==> src/hdl/membridge_macros.svh <==
`ifndef MEMBRIDGE_MACROS_SVH
`define MEMBRIDGE_MACROS_SVH

// register offsets
`define MB_REG_CTRL      4'd0
`define MB_REG_LO_ADDR   4'd2
`define MB_REG_SIZE      4'd3
`define MB_REG_START     4'd4
`define MB_REG_LEN       4'd5

`define MB_ADDR64_W      29   // 64-bit word address bits

`define MB_BURST_MAX     16   // beats per full burst

// line buffer geometry
`define MB_PAGE_WORDS    128
`define MB_PAGES         4

// port FIFO fill levels that block new work
`define MB_WACOUNT_SAFE  12
`define MB_WCOUNT_SAFE   120

`endif

==> src/hdl/membridge_cfg_pkg.sv <==
`include "membridge_macros.svh"

package membridge_cfg_pkg;

    typedef logic [`MB_ADDR64_W-1:0] addr64_t; // word address or word count

    // writable registers
    typedef enum logic [3:0] {
        REG_CTRL    = `MB_REG_CTRL,
        REG_LO_ADDR = `MB_REG_LO_ADDR,
        REG_SIZE    = `MB_REG_SIZE,
        REG_START   = `MB_REG_START,
        REG_LEN     = `MB_REG_LEN
    } reg_sel_e;

    // window and transfer setup seen by the datapath
    typedef struct packed {
        addr64_t lo_addr;    // window base
        addr64_t size;       // window size, rollover point
        addr64_t start;      // first address relative to lo
        addr64_t len;        // transfer length in words
        logic    en;         // channel enable
        logic    reset_addr; // start reloads the address
    } cfg_t;

endpackage

==> src/hdl/membridge_regs.sv <==
`timescale 1ns/10ps
`include "membridge_macros.svh"

module membridge_regs (
    input  logic                        hclk,
    input  logic                        rst,
    input  logic                        reg_we_i,
    input  membridge_cfg_pkg::reg_sel_e reg_addr_i,
    input  logic [31:0]                 reg_data_i,
    output membridge_cfg_pkg::cfg_t     cfg_o,
    output logic                        start_o
);
    localparam int BW = $clog2(`MB_BURST_MAX); // low bits cleared by alignment

    membridge_cfg_pkg::addr64_t lo_addr;
    membridge_cfg_pkg::addr64_t size;
    membridge_cfg_pkg::addr64_t start_addr;
    membridge_cfg_pkg::addr64_t len;
    membridge_cfg_pkg::addr64_t aligned;     // write data on a 16-word boundary
    logic                       en;
    logic                       reset_addr;
    logic                       set_ctrl;

    assign aligned  = {reg_data_i[`MB_ADDR64_W-1:BW], BW'(0)};
    assign set_ctrl = reg_we_i && (reg_addr_i == membridge_cfg_pkg::REG_CTRL);

    always_ff @(posedge hclk) begin
        if (reg_we_i) begin
            case (reg_addr_i)
                membridge_cfg_pkg::REG_LO_ADDR: begin
                    lo_addr    <= aligned;
                    start_addr <= '0;           // new window restarts at its base
                end
                membridge_cfg_pkg::REG_SIZE:  size       <= aligned;
                membridge_cfg_pkg::REG_START: start_addr <= aligned;
                membridge_cfg_pkg::REG_LEN:   len        <= reg_data_i[`MB_ADDR64_W-1:0]; // any length
                membridge_cfg_pkg::REG_CTRL:  reset_addr <= reg_data_i[1] && !reg_data_i[2];
                default: ;
            endcase
        end
    end

    always_ff @(posedge hclk or posedge rst) begin
        if (rst) begin
            en      <= 1'b0;
            start_o <= 1'b0;
        end else begin
            if (set_ctrl) begin
                en <= reg_data_i[0];
            end
            start_o <= set_ctrl && reg_data_i[1]; // one cycle after the ctrl write
        end
    end

    assign cfg_o.lo_addr    = lo_addr;
    assign cfg_o.size       = size;
    assign cfg_o.start      = start_addr;
    assign cfg_o.len        = len;
    assign cfg_o.en         = en;
    assign cfg_o.reset_addr = reset_addr;

endmodule

==> config.mk <==
export PLATFORM = sky130hd
export DESIGN_NAME = membridge_regs
export DESIGN_NICKNAME = d
export VERILOG_FILES = /design/src/hdl/membridge_cfg_pkg.sv /design/src/hdl/membridge_regs.sv
export VERILOG_INCLUDE_DIRS = /design/src /design/src/hdl
export SDC_FILE = /design/constraint.sdc
export NUM_CORES = 1
export LEC_CHECK = 0
export ABC_AREA = 1
export BUFFER_PORTS_ARGS = -buffer_cell sky130_fd_sc_hd__buf_2
export CORE_ASPECT_RATIO = 0.5
export CORE_MARGIN = 5
export CORE_UTILIZATION = 40
export CTS_CLUSTER_SIZE = 28
export DETAILED_ROUTE_END_ITERATION = 8
export HOLD_SLACK_MARGIN = 0.03
export PLACE_DENSITY = 0.69
export SYNTH_ARGS = -nofsm -noshare
export SYNTH_HDL_FRONTEND = slang
export SYNTH_SLANG_ARGS = --single-unit
==> constraint.sdc <==
create_clock -name hclk -period 1.3 [get_ports hclk]
set_input_delay 0.26 -clock hclk [delete_from_list [all_inputs] [get_ports hclk]]
set_output_delay 0.26 -clock hclk [all_outputs]
set_load 0.01 [all_outputs]
==> impl_results.md, run 1 <==
* Classification of the worst setup path: flip-flop to primary output
* Most used DFF post-synth: sky130_fd_sc_hd__edfxtp_1
* Count of flip-flops with a built-in enable after synthesis at ~110
* WL met1 at approximately 2.9 mm
* Post-synth cell types at 14
* Proportion of synthesized chip area in sequential cells at 0.868
* Post-route clock skew at 0 ps
* Antenna diode count at 0
* Max incr delay on CP at 400 ps
* Number of resized instances in the post-cts repair step at 0
* Site row count at 24
* Overall fraction of global-route tracks in use at 0.138
* Top routing layer in use: met4
* WP depth at 1
* Via count of the first global-routing pass at approximately 2200
* Leading cell type by number of instances after synthesis: sky130_fd_sc_hd__edfxtp_1
* # H-tree levels at 3
* Yosys reg bits at about 110
* Worst path required time at between 1000 and 1500 ps
* Height of the die at ~78 µm
* Max Slew Vio Count at 0
* Nature of the critical path startpoint: flip-flop
* Maximum achievable frequency at 0.871 GHz
* Final number of setup-violating endpoints at 0
* Smallest setup slack after layout at 152 ps
* TritonCTS clock tree: built
* Worst setup slack after placement at -73.1 ps
* Number of design-rule violations left by the first detailed-router iteration at slightly below 100
* Share of layout cells above drive strength 1 at 0.540
* Clock Path Buffers at 2
* Core Footprint at 8860 µm²
* Count of TritonRoute iterations in the first routing pass at 4
* Power density of the placed cells at 1400 nW/µm²
* Buffers added on ports at roughly 140
* Utilization after layout at 0.567
* Classification of the worst-slack hold path: primary input to flip-flop
* Top post-synthesis cells by count: sky130_fd_sc_hd__edfxtp_1 (105), sky130_fd_sc_hd__inv_1 (31), sky130_fd_sc_hd__nor2_2 (20), sky130_fd_sc_hd__buf_4 (14), sky130_fd_sc_hd__nor2_1 (9)
* Ratio of final minimum period to clock period at 0.883
* Critical path buffers and inverters at 1
* Antenna violations before repair at 0
* Data arrival, critical path at between 800 and 900 ps
* Outcome: finished clean
* Post-DP HPWL at roughly 5.8 mm
* Maximum number of pins on one net before global-route repair at 30
* Hold Vio Cnt, Final at 0
* Clock net sink count at 107
* Maximum resistive drop on vdd at ~0.73 mV
* P&R area growth vs syn at 36.1%
* Final min period at 1150 ps
* Critical-path cell list: buf_2
* Worst hold path depth at 1
* Source-to-sink clock delay at the later pin of the worst-skew pair at 330 ps
* Cells taking the most area after synthesis: sky130_fd_sc_hd__edfxtp_1 (85%), sky130_fd_sc_hd__nor2_2 (3.4%), sky130_fd_sc_hd__inv_1 (3.2%)
* Wire length per cell after detailed routing at about 16 µm
* Clock Tree Root: sky130_fd_sc_hd__clkbuf_16
* Worst setup path startpoint: size[9]$_DFFE_PP_
* Synthesized area per cell at 18.7 µm²
* Die Width at between 100 and 150 µm
* Synth Instances at between 150 and 200
* Sort of element at the end of the critical path: primary output
* Worst hold path startpoint: reg_data_i[3]
* Initial standard-cell utilization of the core at 0.417
* Slowest cell on the critical path: sky130_fd_sc_hd__edfxtp_1
* Global-route wire length before repair at 12.0 mm
* Largest area contributor in the synthesized netlist: sky130_fd_sc_hd__edfxtp_1
* Total overflow reported by the global router at 0
* Top-level I/O count at roughly 160
* CP delay by family, top: flip-flops
* Nets at 399
* Leakage power summed over all cells at between 1.5 and 2 nW
* Post-Place Cells at about 470
* Met3 Wirelength at between 400 and 500 µm
* Area share of the largest cell type after synthesis at 0.855
* Startpoint of the most critical register-to-register path: en$_DFFE_PP0P_
* Total of max-cap violations at 0
* Via count at between 2000 and 2500
* Post-Layout Cell Count at between 400 and 500
* Die area at ~11000 µm²
* Amount of wire on met2 after detailed routing at approximately 4.3 mm
* Routability Congestion at about 0.73
* Post-synth ARST share at 0.0187
* Cell area after synthesis at approximately 3700 µm²
* ANT nets after route at 0
* Clock Pin Slew Worst Setup and Hold Paths at ~60 ps
* Pwr Total at just over 0.007 W
* Count of yosys warnings during synthesis at 0
* Max Fanout on Critical Path at 1
* Number of cells traversed by the worst register-to-register path at 2
* Number of buffers created by CTS at 9
* Final wirelength at a little under 8 mm
* Avg Vias per Cell at 4.31
* Post-route DRC at 0
* Unrepaired setup endpoints after global routing: false
## layout make-up
cell class	count	area, µm²
Sequential cell	107	3200
Clock inverter	6	80.1
Multi-Input combinational cell	54	315
Timing Repair Buffer	157	926
Clock buffer	10	229
Tap cell	117	146
Fill cell	694	3830
Inverter	31	124
## registers in the layout (all words and copies together), names as in the netlist
register / flops
size: 25
en: 1
start_o: 1
lo_addr: 25
reset_addr: 1
len: 29
start_addr: 25
## layout by cell type, fill, tap and decap left out, types with 2 or more instances in the layout
cell / n
sky130_fd_sc_hd__buf_2: 142
sky130_fd_sc_hd__edfxtp_1: 105
sky130_fd_sc_hd__inv_1: 29
sky130_fd_sc_hd__nor2_2: 20
sky130_fd_sc_hd__conb_1: 12
sky130_fd_sc_hd__clkbuf_16: 9
sky130_fd_sc_hd__buf_12: 8
sky130_fd_sc_hd__nor2_1: 7
sky130_fd_sc_hd__buf_4: 6
sky130_fd_sc_hd__nand2_1: 4
sky130_fd_sc_hd__nor2_4: 3
sky130_fd_sc_hd__nand4_1: 3
sky130_fd_sc_hd__clkinv_1: 3
sky130_fd_sc_hd__clkinvlp_4: 2
sky130_fd_sc_hd__nand2_2: 2
sky130_fd_sc_hd__bufinv_16: 2
sky130_fd_sc_hd__dfrtp_1: 2
## per-stage QoR
stage	hold slack, ps	area, µm²	setup TNS, ps
floorplan	1.18	3770	-8220
global placement	119	4700	-1460
detailed placement	122	4700	-3610
CTS	88.3	5020	0
global route	89.3	5020	0
finish	105	5020	0
## report_power, final
part           switching, W  internal, W  total [W]
clock network       0.00111      0.00167    0.00278
logic              0.000226     0.000142   0.000368
registers         0.0000216      0.00387    0.00389
## what timing repair did
item | CTS | global route
hold buffers | 1 | 0
setup buffers | 0 | 0
endpoints found under the hold margin | 2 | 0
## path summary, 6_finish.rpt
check	endpoint	slack, ps
max in group asynchronous	en$_DFFE_PP0P_	860
min in group asynchronous	start_o$_DFF_PP0_	320
worst min register to register	en$_DFFE_PP0P_	490
worst max-delay path	cfg_o[69]	150
worst min-delay path	len[3]$_DFFE_PP_	100
worst max register to register	en$_DFFE_PP0P_	700
## cell families after synthesis
| family | Yosys count | share of synthesized area |
|---|---|---|
| flops | 107 | 0.868 |
| buf+inv | 47 | 0.0661 |
| simple gates | 42 | 0.0648 |
| other cells | 1 | 0.00102 |
## routing by layer
layer | track usage | up-vias
li1 | - | 980
met3 | 0.0466 | 6
met4 | 0.0445 | 0
met5 | 0 | -
met2 | 0.260 | 70
met1 | 0.147 | 1022
Power figures use the tool's default switching activity.
==> run 2, diff against run 1 <==
--- a/config.mk
+++ b/config.mk
@@ -6,11 +6,11 @@
 export SDC_FILE = /design/constraint.sdc
 export NUM_CORES = 1
 export LEC_CHECK = 0
-export ABC_AREA = 1
 export BUFFER_PORTS_ARGS = -buffer_cell sky130_fd_sc_hd__buf_2
 export CORE_ASPECT_RATIO = 0.5
 export CORE_MARGIN = 5
 export CORE_UTILIZATION = 40
+export CTS_BUF_LIST = sky130_fd_sc_hd__clkbuf_16
 export CTS_CLUSTER_SIZE = 28
 export DETAILED_ROUTE_END_ITERATION = 8
 export HOLD_SLACK_MARGIN = 0.03
==> constraint.sdc (replaced) <==
create_clock -name hclk -period 1.3 [get_ports hclk]
set_input_delay 0.195 -clock hclk [delete_from_list [all_inputs] [get_ports hclk]]
set_output_delay 0.195 -clock hclk [all_outputs]
set_load 0.01 [all_outputs]
==> run 2 against run 1 <==
Via count fell by 6.4%. Design area down 2.8%. Wire length fell by 4.9%. Largest power group unchanged.
==> impl_results.md, run 2 <==
* Proportion of total power due to net switching at 0.197
* TritonCTS clock tree: built
* Initial standard-cell utilization of the core at 0.413
* Outcome: finished clean
* Most frequent standard cell in the layout excluding fill and tap cells: sky130_fd_sc_hd__buf_2
* Ratio of final minimum period to clock period at 0.824
* Post-route clock skew at 0 ps
* Maximum achievable frequency at between 0.9 and 1 GHz
* Worst setup slack after placement at -72.5 ps
* Placed Instance Area at 4600 µm²
* Cells taking the most area after synthesis: sky130_fd_sc_hd__edfxtp_1 (87%), sky130_fd_sc_hd__and2_1 (4.5%), sky130_fd_sc_hd__buf_4 (2.9%)
* ANT nets after route at 0
* WL met1 at around 2.7 mm
* Total overflow reported by the global router at 0
* Cell area after synthesis at 3600 µm²
* Routability Congestion at between 0.7 and 0.8
* Power dissipated by switching net loads at 0.00130 W
* # H-tree levels at 3
* Avg Vias per Cell at between 4 and 5
* Top routing layer in use: met4
* Unrepaired setup endpoints after global routing: false
* Leading cell type by number of instances after synthesis: sky130_fd_sc_hd__edfxtp_1
* Leakage power summed over all cells at between 1.5 and 2 nW
* Met3 Wirelength at between 300 and 400 µm
* Nets at 367
* Via count of the first global-routing pass at 2053
* Max incr delay on CP at between 300 and 400 ps
* Data arrival, critical path at a little under 900 ps
* Number of buffers created by CTS at 9
* Count of yosys warnings during synthesis at 0
* Hold Vio Cnt, Final at 0
* Synthesized area per cell at approximately 22 µm²
* Global-route wire length before repair at 11.6 mm
* Max Slew Vio Count at 0
* Fraction of power consumed by sequential logic at 0.591
* Overall fraction of global-route tracks in use at 0.138
* Core Footprint at between 8000 and 9000 µm²
* Clock Path Buffers at 2
* Final min period at 1070 ps
* Die area at between 10000 and 15000 µm²
* Final wirelength at 7.39 mm
* Height of the die at between 70 and 80 µm
* Maximum number of pins on one net before global-route repair at 26
* Critical-path cell list: buf_2
* Antenna violations before repair at 0
* Count of TritonRoute iterations in the first routing pass at 5
* Top-level I/O count at 158
* Sort of element at the end of the critical path: primary output
* Max Fanout on Critical Path at 1
* Clock network fraction of design power at 0.357
* Clock Tree Root: sky130_fd_sc_hd__clkbuf_16
* Largest area contributor in the synthesized netlist: sky130_fd_sc_hd__edfxtp_1
* Synth Instances at around 160
* Power density of the placed cells at ~1300 nW/µm²
* Clock net sink count at about 110
* Yosys reg bits at about 110
* Post-route DRC at 0
* P&R area growth vs syn at 35.4%
* Classification of the worst setup path: flip-flop to primary output
* Top library cells by usage in the layout, fill and taps aside: sky130_fd_sc_hd__buf_2 (142), sky130_fd_sc_hd__edfxtp_1 (105), sky130_fd_sc_hd__and2_1 (26)
* Critical path buffers and inverters at 1
* Slowest cell on the critical path: sky130_fd_sc_hd__edfxtp_1
* Smallest setup slack after layout at around 230 ps
* Source-to-sink clock delay at the later pin of the worst-skew pair at 330 ps
* Cell internal power dissipation at 0.00528 W
* Top post-synthesis cells by count: sky130_fd_sc_hd__edfxtp_1 (105), sky130_fd_sc_hd__and2_1 (26), sky130_fd_sc_hd__buf_4 (14), sky130_fd_sc_hd__nand2_1 (3), sky130_fd_sc_hd__nor2_1 (3)
* Post-synth cell types at 16
* Area share of the largest cell type after synthesis at 0.875
* Die Width at roughly 140 µm
* Most used DFF post-synth: sky130_fd_sc_hd__edfxtp_1
* Wire length per cell after detailed routing at around 16 µm
* Number of design-rule violations left by the first detailed-router iteration at 63
* Antenna diode count at 0
* CP delay by family, top: flip-flops
* Post-synth ARST share at 0.0187
* Clock Pin Slew Worst Setup and Hold Paths at about 60 ps
* Nature of the critical path startpoint: flip-flop
* Via count at roughly 1900
* Classification of the worst-slack hold path: primary input to flip-flop
* Site row count at 24
* Number of resized instances in the post-cts repair step at 0
* Share of layout cells above drive strength 1 at 0.533
* Maximum resistive drop on vdd at about 0.7 mV
* Amount of wire on met2 after detailed routing at 4.26 mm
* Setup TNS at 0 ps
* Worst slack on hold paths at 56.6 ps
* Worst path required time at roughly 1100 ps
* Count of flip-flops with a built-in enable after synthesis at between 100 and 150
* Number of flip-flops in the largest register at 29
* Final cell area excluding filler cells at between 4000 and 5000 µm²
* Buffers added on ports at roughly 140
* Fraction of power consumed by combinational cells at 0.052
* Final number of setup-violating endpoints at 0
* Total of max-cap violations at 0
* Largest register by flop count: len
* Proportion of synthesized chip area in sequential cells at 0.889
==> run 2: cell types whose count changed in the layout (fill, tap and decap cells not counted), moves of 3 or more <==
cell	before	now
sky130_fd_sc_hd__nand4_1	3	0
sky130_fd_sc_hd__nor2_1	7	1
sky130_fd_sc_hd__nand2_1	4	1
sky130_fd_sc_hd__buf_12	8	5
sky130_fd_sc_hd__and2_1	0	26
sky130_fd_sc_hd__buf_4	6	9
sky130_fd_sc_hd__inv_1	29	2
sky130_fd_sc_hd__nor2_2	20	1
==> run 2: per-layer routing <==
layer	up-vias	global-route usage
met2	59	0.257
met5	-	0
met1	969	0.151
li1	914	-
met3	4	0.0392
met4	0	0.0447
==> run 2: power groups by stage <==
stage | Sequential, W | Clock [W] | Combinational (W)
finish | 0.00389 | 0.00235 | 0.000343
global route | 0.00389 | 0.00260 | 0.000372
CTS | 0.00389 | 0.00241 | 0.000345
detailed placement | 0.00396 | 0 | 0.000342
global placement | 0.00396 | 0 | 0.000331
floorplan | 0.00401 | 0 | 0.000118
==> run 2: cells by family after synthesis <==
| logic type | synth area share |
|---|---|
| flops | 0.889 |
| simple gates | 0.0694 |
| buf+inv | 0.0364 |
| compound gates | 0.00139 |
| mux | 0.00312 |
| other cells | 0.00104 |
==> run 2: metrics by stage <==
| step | power (W) | cells | util |
|---|---|---|---|
| 3_3_place_gp | 0.00429 | 432 | 0.527 |
| 6_report | 0.00658 | 449 | 0.559 |
| 2_1_floorplan | 0.00412 | 175 | - |
| 3_5_place_dp | 0.00431 | 432 | 0.527 |
| 4_1_cts | 0.00665 | 448 | 0.558 |
| 5_1_grt | 0.00687 | 449 | 0.559 |
==> run 2: layout make-up <==
type / count / area [µm²]
Fill cell: 678 / 3860
Sequential cell: 107 / 3200
Timing Repair Buffer: 158 / 898
Multi-Input combinational cell: 51 / 372
Clock buffer: 9 / 225
Tap cell: 117 / 146
Clock inverter: 6 / 33.8
Inverter: 1 / 3.75
==> run 2: final timing paths <==
check                                             start           endpoint  slack, ps  depth (start not counted)
setup reg to reg                         en$_DFFE_PP0P_     en$_DFFE_PP0P_        530                          1
hold reg to reg                          en$_DFFE_PP0P_     en$_DFFE_PP0P_        500                          1
min in group asynchronous                           rst     en$_DFFE_PP0P_        250                          3
setup / recovery           start_addr[21]$_SDFFCE_PP0P_          cfg_o[52]        230                          1
max in group asynchronous                           rst  start_o$_DFF_PP0_        940                          3
hold / removal                            reg_data_i[2]   len[2]$_DFFE_PP_         60                          1
==> run 2: repair_timing <==
item	CTS	global route
hold buffers	1	1
buffers inserted	0	0
hold endpoints to repair	2	1
==> run 3, diff against run 2 <==
==> constraint.sdc (replaced) <==
create_clock -name hclk -period 1 [get_ports hclk]
set_input_delay 0.15 -clock hclk [delete_from_list [all_inputs] [get_ports hclk]]
set_output_delay 0.15 -clock hclk [all_outputs]
set_load 0.01 [all_outputs]
==> run 3 against run 2 <==
The run now ends with setup timing left. Non-clock buffer count is 26 higher. First-iteration DRC count is 130% higher. Hold slack worse by 22 ps. Wire length is 8.5% higher. Via count is 6.4% higher. Global-route usage is 0.67 points higher. Setup slack worse by 270 ps.
==> impl_results.md, run 3 (same netlist as run 2, synthesis figures left out) <==
* Met3 Track Usage GR at 0.0392
* Clock Pin Slew Worst Setup and Hold Paths at about 70 ps
* Filler instances at 658
* Placed Instance Area at approximately 4600 µm²
* Number of buffers created by CTS at 9
* Smallest setup slack after layout at -40.6 ps
* Data arrival, critical path at between 800 and 900 ps
* Final wirelength at between 8 and 9 mm
* Critical path buffers and inverters at 1
* Met1 capacity usage during global routing at 0.155
* Largest register by flop count: len
* Nets at approximately 390
* Core Footprint at just under 9000 µm²
* Number of flip-flops in the largest register at 29
* Worst hold path startpoint: reg_data_i[19]
* TritonCTS clock tree: built
* Startpoint of the most critical register-to-register path: en$_DFFE_PP0P_
* Power density of the placed cells at roughly 1700 nW/µm²
* Critical-path cell list: buf_2
* P&R area growth vs syn at 44.3%
* Met2 capacity usage during global routing at 0.268
* R2R Path End: en$_DFFE_PP0P_
* Site row count at 24
* Buffers added on ports at around 140
* Nature of the critical path startpoint: flip-flop
* Maximum resistive drop on vdd at 0.782 mV
* Setup TNS at -792 ps
* Sort of element at the end of the critical path: primary output
* Global-route wire length before repair at about 12 mm
* Ratio of final minimum period to clock period at 1.04
* Total overflow reported by the global router at 0
* Avg Vias per Cell at between 4 and 5
* Max incr delay on CP at slightly below 400 ps
* Hold Vio Cnt, Final at 0
* Slowest cell on the critical path: sky130_fd_sc_hd__edfxtp_1
* ANT nets after route at 0
* Initial standard-cell utilization of the core at 0.413
* Top-level I/O count at about 160
* Maximum achievable frequency at 0.961 GHz
* Source-to-sink clock delay at the later pin of the worst-skew pair at approximately 330 ps
* Outcome: complete, but fails checks
* Count of TritonRoute iterations in the first routing pass at 4
* Total of max-cap violations at 0
* Wire length per cell after detailed routing at between 15 and 20 µm
* Height of the die at just under 80 µm
* Via count at 2070
* Via count of the first global-routing pass at 2192
* Antenna diode count at 0
* Max Slew Vio Count at 0
* Internal reg-to-reg setup slack at ~230 ps
* Antenna violations before repair at 0
* Top library cells by usage in the layout, fill and taps aside: sky130_fd_sc_hd__buf_2 (140), sky130_fd_sc_hd__edfxtp_1 (105), sky130_fd_sc_hd__dlygate4sd3_1 (28)
* Unrepaired setup endpoints after global routing: true
* Leakage power summed over all cells at about 2 nW
* Classification of the worst-slack hold path: primary input to flip-flop
* Sink of the worst hold path: lo_addr[19]$_DFFE_PP_
* Max Fanout on Critical Path at 1
* Die Width at approximately 140 µm
* Maximum number of pins on one net before global-route repair at 26
* Overall fraction of global-route tracks in use at 0.145
* Post-route clock skew at 0 ps
* Final cell area excluding filler cells at 5200 µm²
* Failing checks: setup timing
* Post-route DRC at 0
* GR peak layer: met2
* Worst path required time at around 850 ps
* Final number of setup-violating endpoints at 47
* Number of design-rule violations left by the first detailed-router iteration at between 100 and 150
* Post-DP HPWL at approximately 5.7 mm
* Classification of the worst setup path: flip-flop to primary output
* Worst hold path depth at 1
* Post-CTS repair timing setup buffer count at 0
* Clock Path Buffers at 2
* Clock net sink count at approximately 110
* Share of layout cells above drive strength 1 at 0.499
* # H-tree levels at 3
* Clock Tree Root: sky130_fd_sc_hd__clkbuf_16
* Routability Congestion at roughly 0.74
* Most frequent standard cell in the layout excluding fill and tap cells: sky130_fd_sc_hd__buf_2
* Number of cells traversed by the worst register-to-register path at 1
* Final min period at 1040 ps
* Die area at roughly 11000 µm²
* CP delay by family, top: flip-flops
==> run 3: area by class of cell <==
cell class | count | area [µm²] | share of cell area
clock buffer | 9 | 225 | 0.0433
clock inverter | 7 | 43.8 | 0.00842
sequential | 107 | 3200 | 0.616
multi-input combinational | 51 | 392 | 0.0753
inverter | 1 | 3.75 | 0.000722
timing repair buffer | 184 | 1190 | 0.228
tap | 117 | 146 | 0.0281
==> run 3: through the flow <==
step                total power, W   util  instances  setup WS (ps)  hold WS [ps]
floorplan                  0.00536      -        175           -630          -109
global placement           0.00559  0.528        431           -289         -2.78
detailed placement         0.00561  0.528        431           -335          4.34
CTS                        0.00886  0.590        475          -61.4          33.1
global route               0.00909  0.595        476          -71.6          34.8
finish                     0.00878  0.595        476          -40.6          34.1
==> run 3: worst max path at each step <==
stage                                              end  slack, ps  cells past startpoint                   from
final                                        cfg_o[85]        -40                      1     size[25]$_DFFE_PP_
after global routing                          cfg_o[8]        -70                      1       len[6]$_DFFE_PP_
after CTS                                   cfg_o[106]        -60                      1  lo_addr[17]$_DFFE_PP_
after detailed placement             len[12]$_DFFE_PP_       -340                      4          reg_addr_i[3]
after global placement    start_addr[16]$_SDFFCE_PP0P_       -290                      5          reg_addr_i[3]
after floorplan                       len[0]$_DFFE_PP_       -630                      1          reg_addr_i[1]
==> run 3: what timing repair did <==
item | in CTS | in global routing
hold buffers | 28 | 0
setup endpoints to repair | 85 | 119
endpoints found under the hold margin | 73 | 0
gates resized for setup | 0 | 3
gates cloned | 0 | 1
==> run 3: per-layer routing <==
metal,part of all wire,vias to the layer above
li1,-,967
met1,0.35,1016
met2,0.57,70
met3,0.056,17
met4,0.026,0
met5,0,-
==> run 3: report_power, final <==
group	internal (W)	switching, W
combinational	0.000258	0.000286
clock	0.00169	0.00149
sequential	0.00503	0.0000284
