**config.mk**
```make
export PLATFORM = sky130hd
export DESIGN_NAME = membridge_wdata
export DESIGN_NICKNAME = d
export VERILOG_FILES = /design/src/hdl/membridge_cfg_pkg.sv /design/src/hdl/membridge_axi_pkg.sv /design/src/hdl/membridge_wdata.sv
export VERILOG_INCLUDE_DIRS = /design/src /design/src/hdl
export SDC_FILE = /design/constraint.sdc
export NUM_CORES = 1
export LEC_CHECK = 0
export BUFFER_PORTS_ARGS = -buffer_cell sky130_fd_sc_hd__buf_2
export CAP_MARGIN = 10
export CORE_AREA = 2 2 108 110
export CTS_CLUSTER_DIAMETER = 150
export DETAILED_ROUTE_END_ITERATION = 6
export DIE_AREA = 0 0 110 112
export PLACE_DENSITY_LB_ADDON = 0.08
export SETUP_SLACK_MARGIN = 0.1
export SYNTH_ARGS = -nofsm -noshare
export SYNTH_HDL_FRONTEND = slang
export SYNTH_SLANG_ARGS = --single-unit
```
**constraint.sdc**
```tcl
create_clock -name hclk -period 3.1 [get_ports hclk]
set_input_delay 0.155 -clock hclk [delete_from_list [all_inputs] [get_ports hclk]]
set_output_delay 0.155 -clock hclk [all_outputs]
set_load 0.005 [all_outputs]
```
**src/hdl/membridge_macros.svh**
```systemverilog
`ifndef MEMBRIDGE_MACROS_SVH
`define MEMBRIDGE_MACROS_SVH

// register offsets
`define MB_REG_CTRL      4'd0
`define MB_REG_LO_ADDR   4'd2
`define MB_REG_SIZE      4'd3
`define MB_REG_START     4'd4
`define MB_REG_LEN       4'd5

`define MB_ADDR64_W      29   // 64-bit word address bits

`define MB_BURST_MAX     16   // beats per full burst

// line buffer geometry
`define MB_PAGE_WORDS    128
`define MB_PAGES         4

// port FIFO fill levels that block new work
`define MB_WACOUNT_SAFE  12
`define MB_WCOUNT_SAFE   120

`endif

```
**src/hdl/membridge_cfg_pkg.sv**
```systemverilog
`include "membridge_macros.svh"

package membridge_cfg_pkg;

    typedef logic [`MB_ADDR64_W-1:0] addr64_t; // word address or word count

    // writable registers
    typedef enum logic [3:0] {
        REG_CTRL    = `MB_REG_CTRL,
        REG_LO_ADDR = `MB_REG_LO_ADDR,
        REG_SIZE    = `MB_REG_SIZE,
        REG_START   = `MB_REG_START,
        REG_LEN     = `MB_REG_LEN
    } reg_sel_e;

    // window and transfer setup seen by the datapath
    typedef struct packed {
        addr64_t lo_addr;    // window base
        addr64_t size;       // window size, rollover point
        addr64_t start;      // first address relative to lo
        addr64_t len;        // transfer length in words
        logic    en;         // channel enable
        logic    reset_addr; // start reloads the address
    } cfg_t;

endpackage

```
**src/hdl/membridge_axi_pkg.sv**
```systemverilog
package membridge_axi_pkg;

    typedef logic [31:0] axi_addr_t;  // byte address
    typedef logic [3:0]  burst_len_t; // beats minus one
    typedef logic [5:0]  axi_id_t;
    typedef logic [63:0] wdata_t;

    // write address channel payload
    typedef struct packed {
        axi_addr_t  addr;
        burst_len_t len;
        axi_id_t    id;
    } aw_req_t;

    // burst generator states
    typedef enum logic [1:0] {
        GEN_IDLE,  // waiting for start
        GEN_ISSUE, // bursts still to issue
        GEN_DRAIN, // waiting for data and responses
        GEN_DONE
    } gen_state_e;

endpackage

```
**src/hdl/membridge_wdata.sv**
```systemverilog
`timescale 1ns/10ps
`include "membridge_macros.svh"

module membridge_wdata (
    input  logic                       hclk,
    input  logic                       rst,
    input  membridge_cfg_pkg::cfg_t    cfg_i,
    input  logic                       start_i,
    input  logic [2:0]                 pages_avail_i,
    input  logic [7:0]                 afi_wcount_i,
    output logic                       rd_o,
    output logic [6:0]                 rd_addr_o,
    input  membridge_axi_pkg::wdata_t  rd_data_i,
    output logic                       page_done_o,
    output membridge_axi_pkg::wdata_t  afi_wdata_o,
    output logic                       afi_wvalid_o,
    output logic                       afi_wlast_o,
    output membridge_axi_pkg::axi_id_t afi_wid_o,
    output logic                       last_word_o
);
    localparam int IDX_W  = $clog2(`MB_PAGE_WORDS);
    localparam int BEAT_W = $clog2(`MB_BURST_MAX);

    membridge_cfg_pkg::addr64_t left;     // words not yet read
    logic [IDX_W-1:0]           idx;      // word in page
    logic [BEAT_W-1:0]          beat;     // beat in burst
    logic                       rd_q;
    logic                       final_w;  // reading the final word
    logic                       last_w;
    logic                       can_read;
    logic [2:0]                 pipe_d1;  // {final, wlast, valid}
    logic [2:0]                 pipe_d2;
    membridge_axi_pkg::axi_id_t wr_id;

    assign final_w     = left == membridge_cfg_pkg::addr64_t'(1);
    assign last_w      = (&beat) || final_w;
    assign page_done_o = rd_q && ((&idx) || final_w);

    // pages_avail drops a cycle late so discount a page finishing now
    assign can_read = cfg_i.en && (|left) && !(rd_q && final_w) &&
                      (afi_wcount_i < 8'(`MB_WCOUNT_SAFE)) &&
                      (pages_avail_i > {2'b00, page_done_o});

    always_ff @(posedge hclk or posedge rst) begin
        if (rst) begin
            left    <= '0;
            idx     <= '0;
            beat    <= '0;
            rd_q    <= 1'b0;
            pipe_d1 <= '0;
            pipe_d2 <= '0;
            wr_id   <= '0;
        end else begin
            rd_q    <= can_read;
            pipe_d1 <= {rd_q && final_w, rd_q && last_w, rd_q};
            pipe_d2 <= pipe_d1;         // match buffer read latency
            if (start_i) begin
                left  <= cfg_i.len;
                idx   <= '0;
                beat  <= '0;
                wr_id <= wr_id + 1'b1;  // tracks the burst generator ID
            end else if (rd_q) begin
                left <= left - membridge_cfg_pkg::addr64_t'(1);
                idx  <= idx + 1'b1;
                beat <= beat + 1'b1;
            end
        end
    end

    assign rd_o         = rd_q;
    assign rd_addr_o    = idx;
    assign afi_wdata_o  = rd_data_i;
    assign afi_wvalid_o = pipe_d2[0];
    assign afi_wlast_o  = pipe_d2[1];
    assign last_word_o  = pipe_d2[2];
    assign afi_wid_o    = wr_id;

endmodule

```
==> reports/metrics.cfg, run 1 <==
[global_routing]
grt_overflow = 0
antenna_found_initial = 0
grt_max_degree = 31
grt_pass1_vias = 2350
grt_first_pass_wirelength_mm = 12.61
gr-usage-all-layers_pct = 13.03

[synth]
synth_edf_count = 0
synth_fp_nets = 548
yosys_warnings = 0
syn_avg_cell_area_um2 = 9.288
synth_flop_cell = dfrtp_1
synth_cell_type_count = 42
yosys_register_bits = 53
syn_area_um2 = 3204
async_reset_ff_share_pct = 100.0
syn_inst = 345
seq_area_frac_synth_pct = 41.39

[die]
io_pins = 278
die_w_um = 110
die_y_um = 112
coreArea_um2 = 11170
die-area_um2 = 12320
placementRows = 39
start_util_pct = 28.68

[power_and_ir_drop]
pwr-share-comb_pct = 15.9
swShare_pct = 27.56
p_switching_mw = 0.4795
powerDensity_nw_per_um2 = 515.2
leakage_nw = 1.443
seqPwrFrac_pct = 49.7
clock_power_share_pct = 34.4
p_int_mw = 1.260
peakVddDrop_v = 0.0001956

[detailed_routing]
drc = 0
met3WireLength_mm = 1.078
drt-total-wl_mm = 7.785
dr.pass1.iters = 4
ant_nets = 0
met2_length_mm = 3.116
routedWlPerCell_um = 15.99
drt-vias-per-instance = 4.830
vias = 2352
wl_met1_mm = 3.494
topRoutingLayerUsed = met4
drtIter0Drc = 105

[hold_path]
min_from = cfg_i[13]
whs_path_depth = 3
holdPathEnd = left[11]$_DFFE_PP0P_
hold_path.class = input port to flop

[cells_and_area]
multi_input_area_um2 = 1320
fin_nets = 546
final_common_cell = buf_2
fillers = 1217
seq_area_um2 = 1326
diodes = 0
drive_gt1_share_pct = 25.29
area_delta_synth_final_pct = 5.389
mostFrequentLayoutCells = 58 x buf_2, 53 x dfrtp_1, 37 x nor2_1

[worst_setup_path]
regToRegStartpoint = left[21]$_DFFE_PP0P_
r2r_cells = 8
required_ps = 3320
end_kind = flop
regToRegEndpoint = rd_o$_DFF_PP0_
critPathLaunchType = flop
criticalPathCategory = flop to flop
regToRegSetupSlack_ps = 300
crit_fanout = 6
arrival_ps = 3020

[sta]
tightestPinTransition_ps = 606.9
finalSetupViolations = 0
period_needed_ps = 2799
slew_headroom_pct = 59.48
fin_ws_ps = 301.5
slew_violations = 0
tns_ps = 0
clock.fmax_ghz = 0.3573
min_period_over_period_pct = 90.28
hold_violations = 0
clock-skew-final_ps = 8.275
rsz0062_at_grt = no

[flow_run]
max_cap_violations = 0

[placement]
dp_slack_ps = 304.3
io_buffer_count = 58
gp_congestion = 0.7350
dp_hpwl_mm = 5.725

[clock_tree]
cts_made_buffers = 5
cts_root_buf = clkbuf_16
cts_tree = yes
cts_resized = 0
clockBufferDepth = 2
clk_pin_slew_ps = 70
htree_levels = 2
cts.sink_count = 53
insertion_delay_ps = 290

[outcome]
run_status = complete, no violations

state kept, by name (all words and copies together) (netlist names):
name	count
rd_o	1
rd_addr_o	7
beat	4
pipe_d1	3
pipe_d2	3
afi_wid_o	6
left	29
logic make-up (layout without fill, tap and decap cells):
family	after synthesis	after routing	synth area share (%)
and+or+nand+nor	120	120	20.23
buffers and inverters	84	83	17.41
DFF	53	53	41.39
AOI/OAI and AO/OA	52	52	10.15
xor gates and xnor gates	26	26	7.107
adders and majority gates	7	7	2.733
muxes	3	3	0.9762
final cells by class:
cell class | count | area share, %
multi-input combinational | 208 | 39.09
sequential | 53 | 39.27
timing repair buffer | 68 | 10.89
clock inverter | 1 | 0.1482
clock buffer | 7 | 4.520
inverter | 7 | 0.7781
tap | 143 | 5.298
power groups by stage:
stage	Clock [mW]	Sequential [mW]	Combinational (mW)
floorplan	0	0.864	0.236
global placement	0	0.877	0.280
detailed placement	0	0.879	0.280
CTS	0.625	0.866	0.283
global route	0.656	0.881	0.321
finish	0.599	0.864	0.276
routing by layer:
metal  track usage [%]  vias to the layer above
li1                  -                     1146
met1             17.68                     1084
met2             17.91                      105
met3             7.319                       17
met4             3.038                        0
met5                 0                        -
repair_timing:
action / 4_1_cts / 5_1_grt
endpoints found under the hold margin: 25 / 0
hold buffers: 1 / 0
setup buffers: 0 / 0
metrics by stage:
| step | hold slack [ps] | util [%] | cell area, um^2 | std cells | power, mW |
|---|---|---|---|---|---|
| global placement | 277.4 | 28.72 | 3209 | 478 | 1.157 |
| floorplan | 274.4 | - | 3204 | 345 | 1.101 |
| finish | 61.01 | 30.22 | 3377 | 487 | 1.740 |
| global route | 79.60 | 30.22 | 3377 | 487 | 1.857 |
| CTS | 60.49 | 30.22 | 3377 | 487 | 1.774 |
| detailed placement | 266.1 | 28.72 | 3209 | 478 | 1.159 |
worst max path at each step:
stage,start,endpoint,cells past startpoint
after floorplan,left[20]$_DFFE_PP0P_,rd_o$_DFF_PP0_,9
after global placement,left[21]$_DFFE_PP0P_,rd_o$_DFF_PP0_,8
after detailed placement,left[21]$_DFFE_PP0P_,rd_o$_DFF_PP0_,8
after CTS,left[21]$_DFFE_PP0P_,rd_o$_DFF_PP0_,8
after global routing,left[21]$_DFFE_PP0P_,rd_o$_DFF_PP0_,8
final,left[21]$_DFFE_PP0P_,rd_o$_DFF_PP0_,8
synth_stat cells, types with 3 or more instances:
cell | n | area, um^2
inv_1 | 6 | 22.52
a31oi_1 | 14 | 87.58
nand2_1 | 25 | 93.84
nor3_1 | 3 | 15.01
nor2_1 | 37 | 138.9
clkbuf_1 | 9 | 33.78
buf_4 | 64 | 480.5
o41ai_1 | 4 | 35.03
nor4_1 | 5 | 31.28
or3_1 | 7 | 43.79
nand4_1 | 10 | 62.56
o31ai_1 | 8 | 60.06
nand4b_1 | 4 | 35.03
nand3_1 | 5 | 25.02
ha_1 | 7 | 87.58
xnor2_1 | 12 | 105.1
or4_1 | 9 | 67.56
dfrtp_1 | 53 | 1326
xor2_1 | 14 | 122.6
o21ai_0 | 21 | 105.1
worst max-delay path, cell delays in order (launching register included):
cell      delay, ps
dfrtp_1         410
or4_4           560
or4_1           470
nor3_1          340
a32o_1          270
ha_1            240
o21ai_0         160
nand4b_1        130
a21oi_1         130
Note: power is estimated with default switching activity, not from simulation.
==> inputs of run 2 (changes only) <==
- GPL_TIMING_DRIVEN: unset -> 0
==> reports/metrics.cfg, run 2 (synthesis results as in run 1) <==
[worst_setup_path]
regToRegSetupSlack_ps = 260  ; -40 ps
cp_slowest_cell = or4_4
regToRegEndpoint = rd_o$_DFF_PP0_
cp_cell_sequence = or4_4 > or4_1 > clkbuf_1 > nor3_4 > a32o_1 > ha_1 > o21ai_0 > nand4b_1 > a21oi_1
crit_start = left[20]$_DFFE_PP0P_
critPathLaunchType = flop
criticalPathCategory = flop to flop
end_kind = flop
crit_path_max_incr_delay_ps = 590  ; +30 ps
regToRegStartpoint = left[20]$_DFFE_PP0P_
required_ps = 3320  ; about the same
crit_fanout = 6  ; unchanged
r2r_cells = 9  ; +1
arrival_ps = 3050  ; +30 ps

[die]
io_pins = 278  ; unchanged
placementRows = 39  ; unchanged
start_util_pct = 28.68  ; unchanged
die_y_um = 112  ; unchanged
die_w_um = 110  ; unchanged
coreArea_um2 = 11170  ; unchanged
die-area_um2 = 12320  ; unchanged

[cells_and_area]
mostFrequentLayoutCells = 123 x buf_2, 64 x buf_4, 53 x dfrtp_1
diodes = 0  ; unchanged
largest_reg_flops = 29  ; unchanged
drive_gt1_share_pct = 43.70  ; +18 points
multi_input_area_um2 = 1331  ; +0.85%
largest-register = left
fillers = 1206  ; -0.90%
fin_util_pct = 37.31  ; +7.1 points
fin_nets = 678  ; +24%
final_common_cell = buf_2
layoutNonFillerInstCount = 619  ; +27%
area_delta_synth_final_pct = 30.11
seq_area_um2 = 1326  ; unchanged

[global_routing]
antenna_found_initial = 0  ; unchanged
grt_first_pass_wirelength_mm = 13.42  ; +6.5%
grt_max_degree = 36  ; +16%
grt_pass1_vias = 2645  ; +13%
gr-usage-all-layers_pct = 13.85  ; +0.82 points
grt_overflow = 0  ; unchanged

[placement]
dp_hpwl_mm = 6.572  ; +15%
io_buffer_count = 121  ; +110%
dp_cells = 610  ; +28%
gp_congestion = 0.7776  ; +5.8%

[flow_run]
max_cap_violations = 0  ; unchanged

[power_and_ir_drop]
p_switching_mw = 0.5036  ; +5.0%
finalPower_mw = 1.795  ; +3.2%
seqPwrFrac_pct = 48.2  ; -1.5 points
powerDensity_nw_per_um2 = 430.6  ; -16%
swShare_pct = 28.05  ; +0.49 points
clock_power_share_pct = 30.3  ; -4.1 points
p_int_mw = 1.292  ; +2.5%
peakVddDrop_v = 0.0002135  ; +9.2%
leakage_nw = 1.989  ; +38%
pwr-share-comb_pct = 21.4  ; +5.5 points

[clock_tree]
insertion_delay_ps = 290  ; about the same
clk_pin_slew_ps = 70  ; about the same
htree_levels = 2  ; unchanged
cts.sink_count = 53  ; unchanged
clockBufferDepth = 2  ; unchanged
cts_root_buf = clkbuf_16
cts_made_buffers = 5  ; unchanged
cts_tree = yes

[hold_path]
whs_path_depth = 3  ; unchanged
hold_path.class = input port to flop
holdPathEnd = left[5]$_DFFE_PP0P_
min_from = cfg_i[7]

[detailed_routing]
vias = 2791  ; +19%
drc = 0  ; unchanged
drt-total-wl_mm = 8.516  ; +9.4%
ant_nets = 0  ; unchanged
routedWlPerCell_um = 13.76  ; -14%
drt-vias-per-instance = 4.509  ; -6.6%
drtIter0Drc = 85  ; -19%
dr.pass1.iters = 4  ; unchanged

[sta]
clock-skew-final_ps = 8.303  ; +0.02864 ps
slew_violations = 0  ; unchanged
rsz0062_at_grt = no
hold_violations = 0  ; unchanged
finalSetupViolations = 0  ; unchanged
slew_headroom_pct = 51.05  ; -8.4 points
clock.fmax_ghz = 0.3525  ; -1.4%
tns_ps = 0  ; unchanged
tightestPinTransition_ps = 727.6  ; +120.7 ps
min_period_over_period_pct = 91.51  ; +1.2 points
period_needed_ps = 2837  ; +38.33 ps

[outcome]
run_status = complete, no violations

[run 2: cell count changes in the layout (fill, tap and decap cells not counted), sizes merged]
| cell | before | now |
|---|---|---|
| buf | 67 | 190 |
| clkbuf | 7 | 15 |
| clkinv | 1 | 2 |
[run 2: per-layer routing]
layer	global-route usage, %	wire length (um)	vias up
met3	4.859	821	5
met2	20.04	3606	122
met4	2.025	39	0
met5	0	0	-
li1	-	-	1399
met1	20.26	4048	1265
[run 2: final cells by class]
| cell class | count | share of cell area [%] |
|---|---|---|
| Inverter | 7 | 0.6303 |
| Clock buffer | 6 | 3.091 |
| Multi-Input combinational cell | 208 | 31.93 |
| Clock inverter | 2 | 0.2401 |
| Timing Repair Buffer | 123 | 15.25 |
| Sequential cell | 53 | 31.81 |
| Buffer | 77 | 12.76 |
| Tap cell | 143 | 4.292 |
[run 2: worst max-delay path by stage]
stage,cells past startpoint,slack (ps),end
after floorplan,9,480,rd_o$_DFF_PP0_
after global placement,9,70,rd_o$_DFF_PP0_
after detailed placement,9,50,rd_o$_DFF_PP0_
after CTS,9,140,rd_o$_DFF_PP0_
after global routing,9,150,rd_o$_DFF_PP0_
final,9,260,rd_o$_DFF_PP0_
[run 2: per-stage QoR]
stage	setup slack (ps)	cell area (um^2)	hold slack (ps)
2_1_floorplan	476.7	3204	274.4
3_3_place_gp	68.99	3989	336.6
3_5_place_dp	45.46	4009	194.4
4_1_cts	143.5	4163	63.79
5_1_grt	145.7	4169	75.77
6_report	263.1	4169	67.12
[run 2: power by group through the flow]
stage               combinational (mW)  clock [mW]  sequential, mW
floorplan                        0.236           0           0.864
global placement                 0.383           0           0.876
detailed placement               0.391           0           0.879
CTS                              0.395       0.562           0.867
global route                     0.436       0.593           0.883
finish                           0.385       0.545           0.866
[run 2: repair_timing]
| action | CTS | global route |
|---|---|---|
| buffers inserted | 0 | 0 |
| pin swaps | 0 | 1 |
| hold buffers | 1 | 0 |
| setup endpoints to repair | 1 | 1 |
| resized for setup | 1 | 1 |
| cloned | 0 | 0 |
| endpoints found under the hold margin | 18 | 0 |
[run 2: critical path: cells and delay by family, from the launching register on]
family | cells | cell delay [ps]
AO/OA/AOI/OAI | 3 | 540
adder cells (fa/ha/maj) | 1 | 240
buffers and inverters | 1 | 200
flip-flops | 1 | 430
AND/OR/NAND/NOR | 4 | 1360
==> inputs of run 3 (changes only) <==
- ABC_AREA: unset -> 1
- CORE_AREA: 2 2 108 110 -> 2 2 109 111
- DIE_AREA: 0 0 110 112 -> 0 0 111 113
==> reports/metrics.cfg, run 3 <==
[worst_setup_path]
path_common_cell = nor2_2
cp_cell_sequence = nor2_2 > nand2_1 > nor2_4 > nand3_1 > nor2_2 > inv_2 > o21ai_1 > ha_1 > o21ai_0 > nand4_1 > nor3_1
r2r_cells = 11  ; +2
criticalPathCategory = flop to flop
regToRegSetupSlack_ps = 930  ; +670 ps
crit_fanout = 5  ; -1
regToRegEndpoint = rd_o$_DFF_PP0_
crit_path_max_incr_delay_ps = 430  ; -160 ps
regToRegStartpoint = left[8]$_DFFE_PP0P_
critPathLaunchType = flop
end_kind = flop
crit_start = left[8]$_DFFE_PP0P_
required_ps = 3340  ; +20 ps
arrival_ps = 2400  ; -650 ps
cp_slowest_cell = dfrtp_1

[global_routing]
grt_max_degree = 35  ; -2.8%
grt_pass1_vias = 3297  ; +25%
antenna_found_initial = 0  ; unchanged
grt_first_pass_wirelength_mm = 16.24  ; +21%
gr-usage-all-layers_pct = 16.18  ; +2.3 points
grt_overflow = 0  ; unchanged

[flow_run]
max_cap_violations = 0  ; unchanged

[synth]
seq_area_frac_synth_pct = 36.28  ; -5.1 points
synth_edf_count = 0  ; unchanged
syn_inst = 469  ; +36%
syn_area_um2 = 3656  ; +14%
yosys.cell_count.top_type = nand2_1
synth_cell_type_count = 31  ; -26%
synth_top_area_cell = dfrtp_1
synth_flop_cell = dfrtp_1
synth_common_cells = 90 x nand2_1, 66 x buf_4, 53 x dfrtp_1
yosys_register_bits = 53  ; unchanged
synth_fp_nets = 672  ; +23%
yosys-top-cells-area = dfrtp_1 36%, buf_4 14%, nand2_1 9.2%, nor2_1 5.1%, inv_1 4.3%
synth_top_area_share_pct = 36.28  ; -5.1 points
yosys_warnings = 0  ; unchanged
syn_avg_cell_area_um2 = 7.795  ; -16%
async_reset_ff_share_pct = 100.0  ; unchanged

[clock_tree]
clockBufferDepth = 2  ; unchanged
htree_levels = 2  ; unchanged
insertion_delay_ps = 310  ; +20 ps
cts_root_buf = clkbuf_16
cts_resized = 0  ; -1
cts_tree = yes
cts.sink_count = 53  ; unchanged
cts_made_buffers = 5  ; unchanged
post_cts.repair.setup_buffers = 0  ; unchanged
clk_pin_slew_ps = 80  ; about the same

[power_and_ir_drop]
leakage_nw = 2.452  ; +23%
powerDensity_nw_per_um2 = 447.2  ; +3.8%
peakVddDrop_v = 0.0003227  ; +51%

[sta]
slew_violations = 0  ; unchanged
rsz0062_at_grt = no
finalSetupViolations = 0  ; unchanged
hold_violations = 0  ; unchanged
slew_headroom_pct = 58.93  ; +7.9 points
min_period_over_period_pct = 69.93  ; -22 points
clock-skew-final_ps = 11.31  ; +3.004 ps
tightestPinTransition_ps = 616.0  ; -111.6 ps
period_needed_ps = 2168  ; -668.9 ps
timing.hold.ws_ps = 59.08  ; -8.037 ps
tns_ps = 0  ; unchanged
clock.fmax_ghz = 0.4613  ; +31%

[hold_path]
whs_path_depth = 3  ; unchanged
min_from = cfg_i[7]
holdPathEnd = left[5]$_DFFE_PP0P_
hold_path.class = input port to flop

[detailed_routing]
routedWlPerCell_um = 13.63  ; -0.93%
drt-vias-per-instance = 4.668  ; +3.5%
drtIter0Drc = 152  ; +79%
ant_nets = 0  ; unchanged
drt-total-wl_mm = 10.13  ; +19%
drc = 0  ; unchanged
dr.pass1.iters = 5  ; +1
vias = 3468  ; +24%

[die]
die_w_um = 111  ; +0.91%
io_pins = 278  ; unchanged
die_y_um = 113  ; +0.89%
coreArea_um2 = 11270  ; +0.87%
placementRows = 39  ; unchanged
start_util_pct = 32.43  ; +3.8 points
die-area_um2 = 12540  ; +1.8%

[cells_and_area]
layoutNonFillerInstCount = 743  ; +20%
fin_nets = 802  ; +18%
diodes = 0  ; unchanged
drive_gt1_share_pct = 39.00  ; -4.7 points
largest-register = left
mostFrequentLayoutCells = 126 x buf_2, 90 x nand2_1, 66 x buf_4
final_common_cell = buf_2
area_delta_synth_final_pct = 27.07
largest_reg_flops = 29  ; unchanged
fillers = 1212  ; +0.50%

[placement]
gp_congestion = 0.8312  ; +6.9%
io_buffer_count = 121  ; unchanged
dp_cells = 734  ; +20%
dp_hpwl_mm = 7.980  ; +21%

[outcome]
run_status = complete, no violations

[run 3: worst max-delay path, delay by kind of cell, from the launching register on]
kind | cells | cell delay (ps)
buffers and inverters | 1 | 60
AND/OR/NAND/NOR | 7 | 1100
AO/OA/AOI/OAI | 2 | 270
flip-flops | 1 | 430
adder cells (fa/ha/maj) | 1 | 250
[run 3: final cells by class]
cell class	instances	area [um^2]	share of cell area [%]
Multi-Input combinational cell	295	1622	34.90
Sequential cell	53	1326	28.55
Timing Repair Buffer	123	635.6	13.68
Buffer	74	531.8	11.45
Tap cell	143	178.9	3.851
Inverter	47	176.4	3.797
Clock buffer	5	125.1	2.693
Clock inverter	3	50.05	1.077
[run 3: report_power, final]
| part | internal [mW] | switching [mW] |
|---|---|---|
| clock network | 0.389 | 0.288 |
| logic | 0.249 | 0.270 |
| registers | 0.778 | 0.104 |
| total | 1.42 | 0.662 |
[run 3: metrics by stage]
step,setup slack (ps),cell area [um^2],power [mW],util [%]
3_5_place_dp,850.8,4461,1.419,39.57
6_report,932.1,4646,2.078,41.21
2_1_floorplan,1178,3656,1.220,-
3_3_place_gp,753.0,4441,1.405,39.39
5_1_grt,724.2,4646,2.215,41.21
4_1_cts,839.4,4646,2.107,41.21
[run 3: what timing repair did]
item,in CTS,in global routing
hold buffers,1,0
endpoints found under the hold margin,19,0
setup endpoints to repair,0,0
[run 3: worst max-delay path by stage]
stage	to	cells after the start	slack [ps]
after detailed placement	rd_o$_DFF_PP0_	12	850
final	rd_o$_DFF_PP0_	11	930
after CTS	rd_o$_DFF_PP0_	12	840
after global routing	rd_o$_DFF_PP0_	12	720
after global placement	left[27]$_DFFE_PP0P_	2	750
after floorplan	rd_o$_DFF_PP0_	12	1180
[run 3: logic make-up after synthesis]
| kind of cell | after synthesis | share of synthesized area, % |
|---|---|---|
| and+or+nand+nor | 218 | 28.61 |
| buffers and inverters | 121 | 19.37 |
| AOI/OAI and AO/OA | 56 | 9.993 |
| DFF | 53 | 36.28 |
| xor gates and xnor gates | 14 | 3.354 |
| adders and majority gates | 7 | 2.396 |
[run 3: layer usage]
metal | track usage (%) | up-vias | wire length, um
met4 | 3.000 | 0 | 74
li1 | - | 1727 | -
met5 | 0 | - | 0
met3 | 4.339 | 7 | 786
met2 | 28.18 | 142 | 4730
met1 | 20.47 | 1592 | 4537
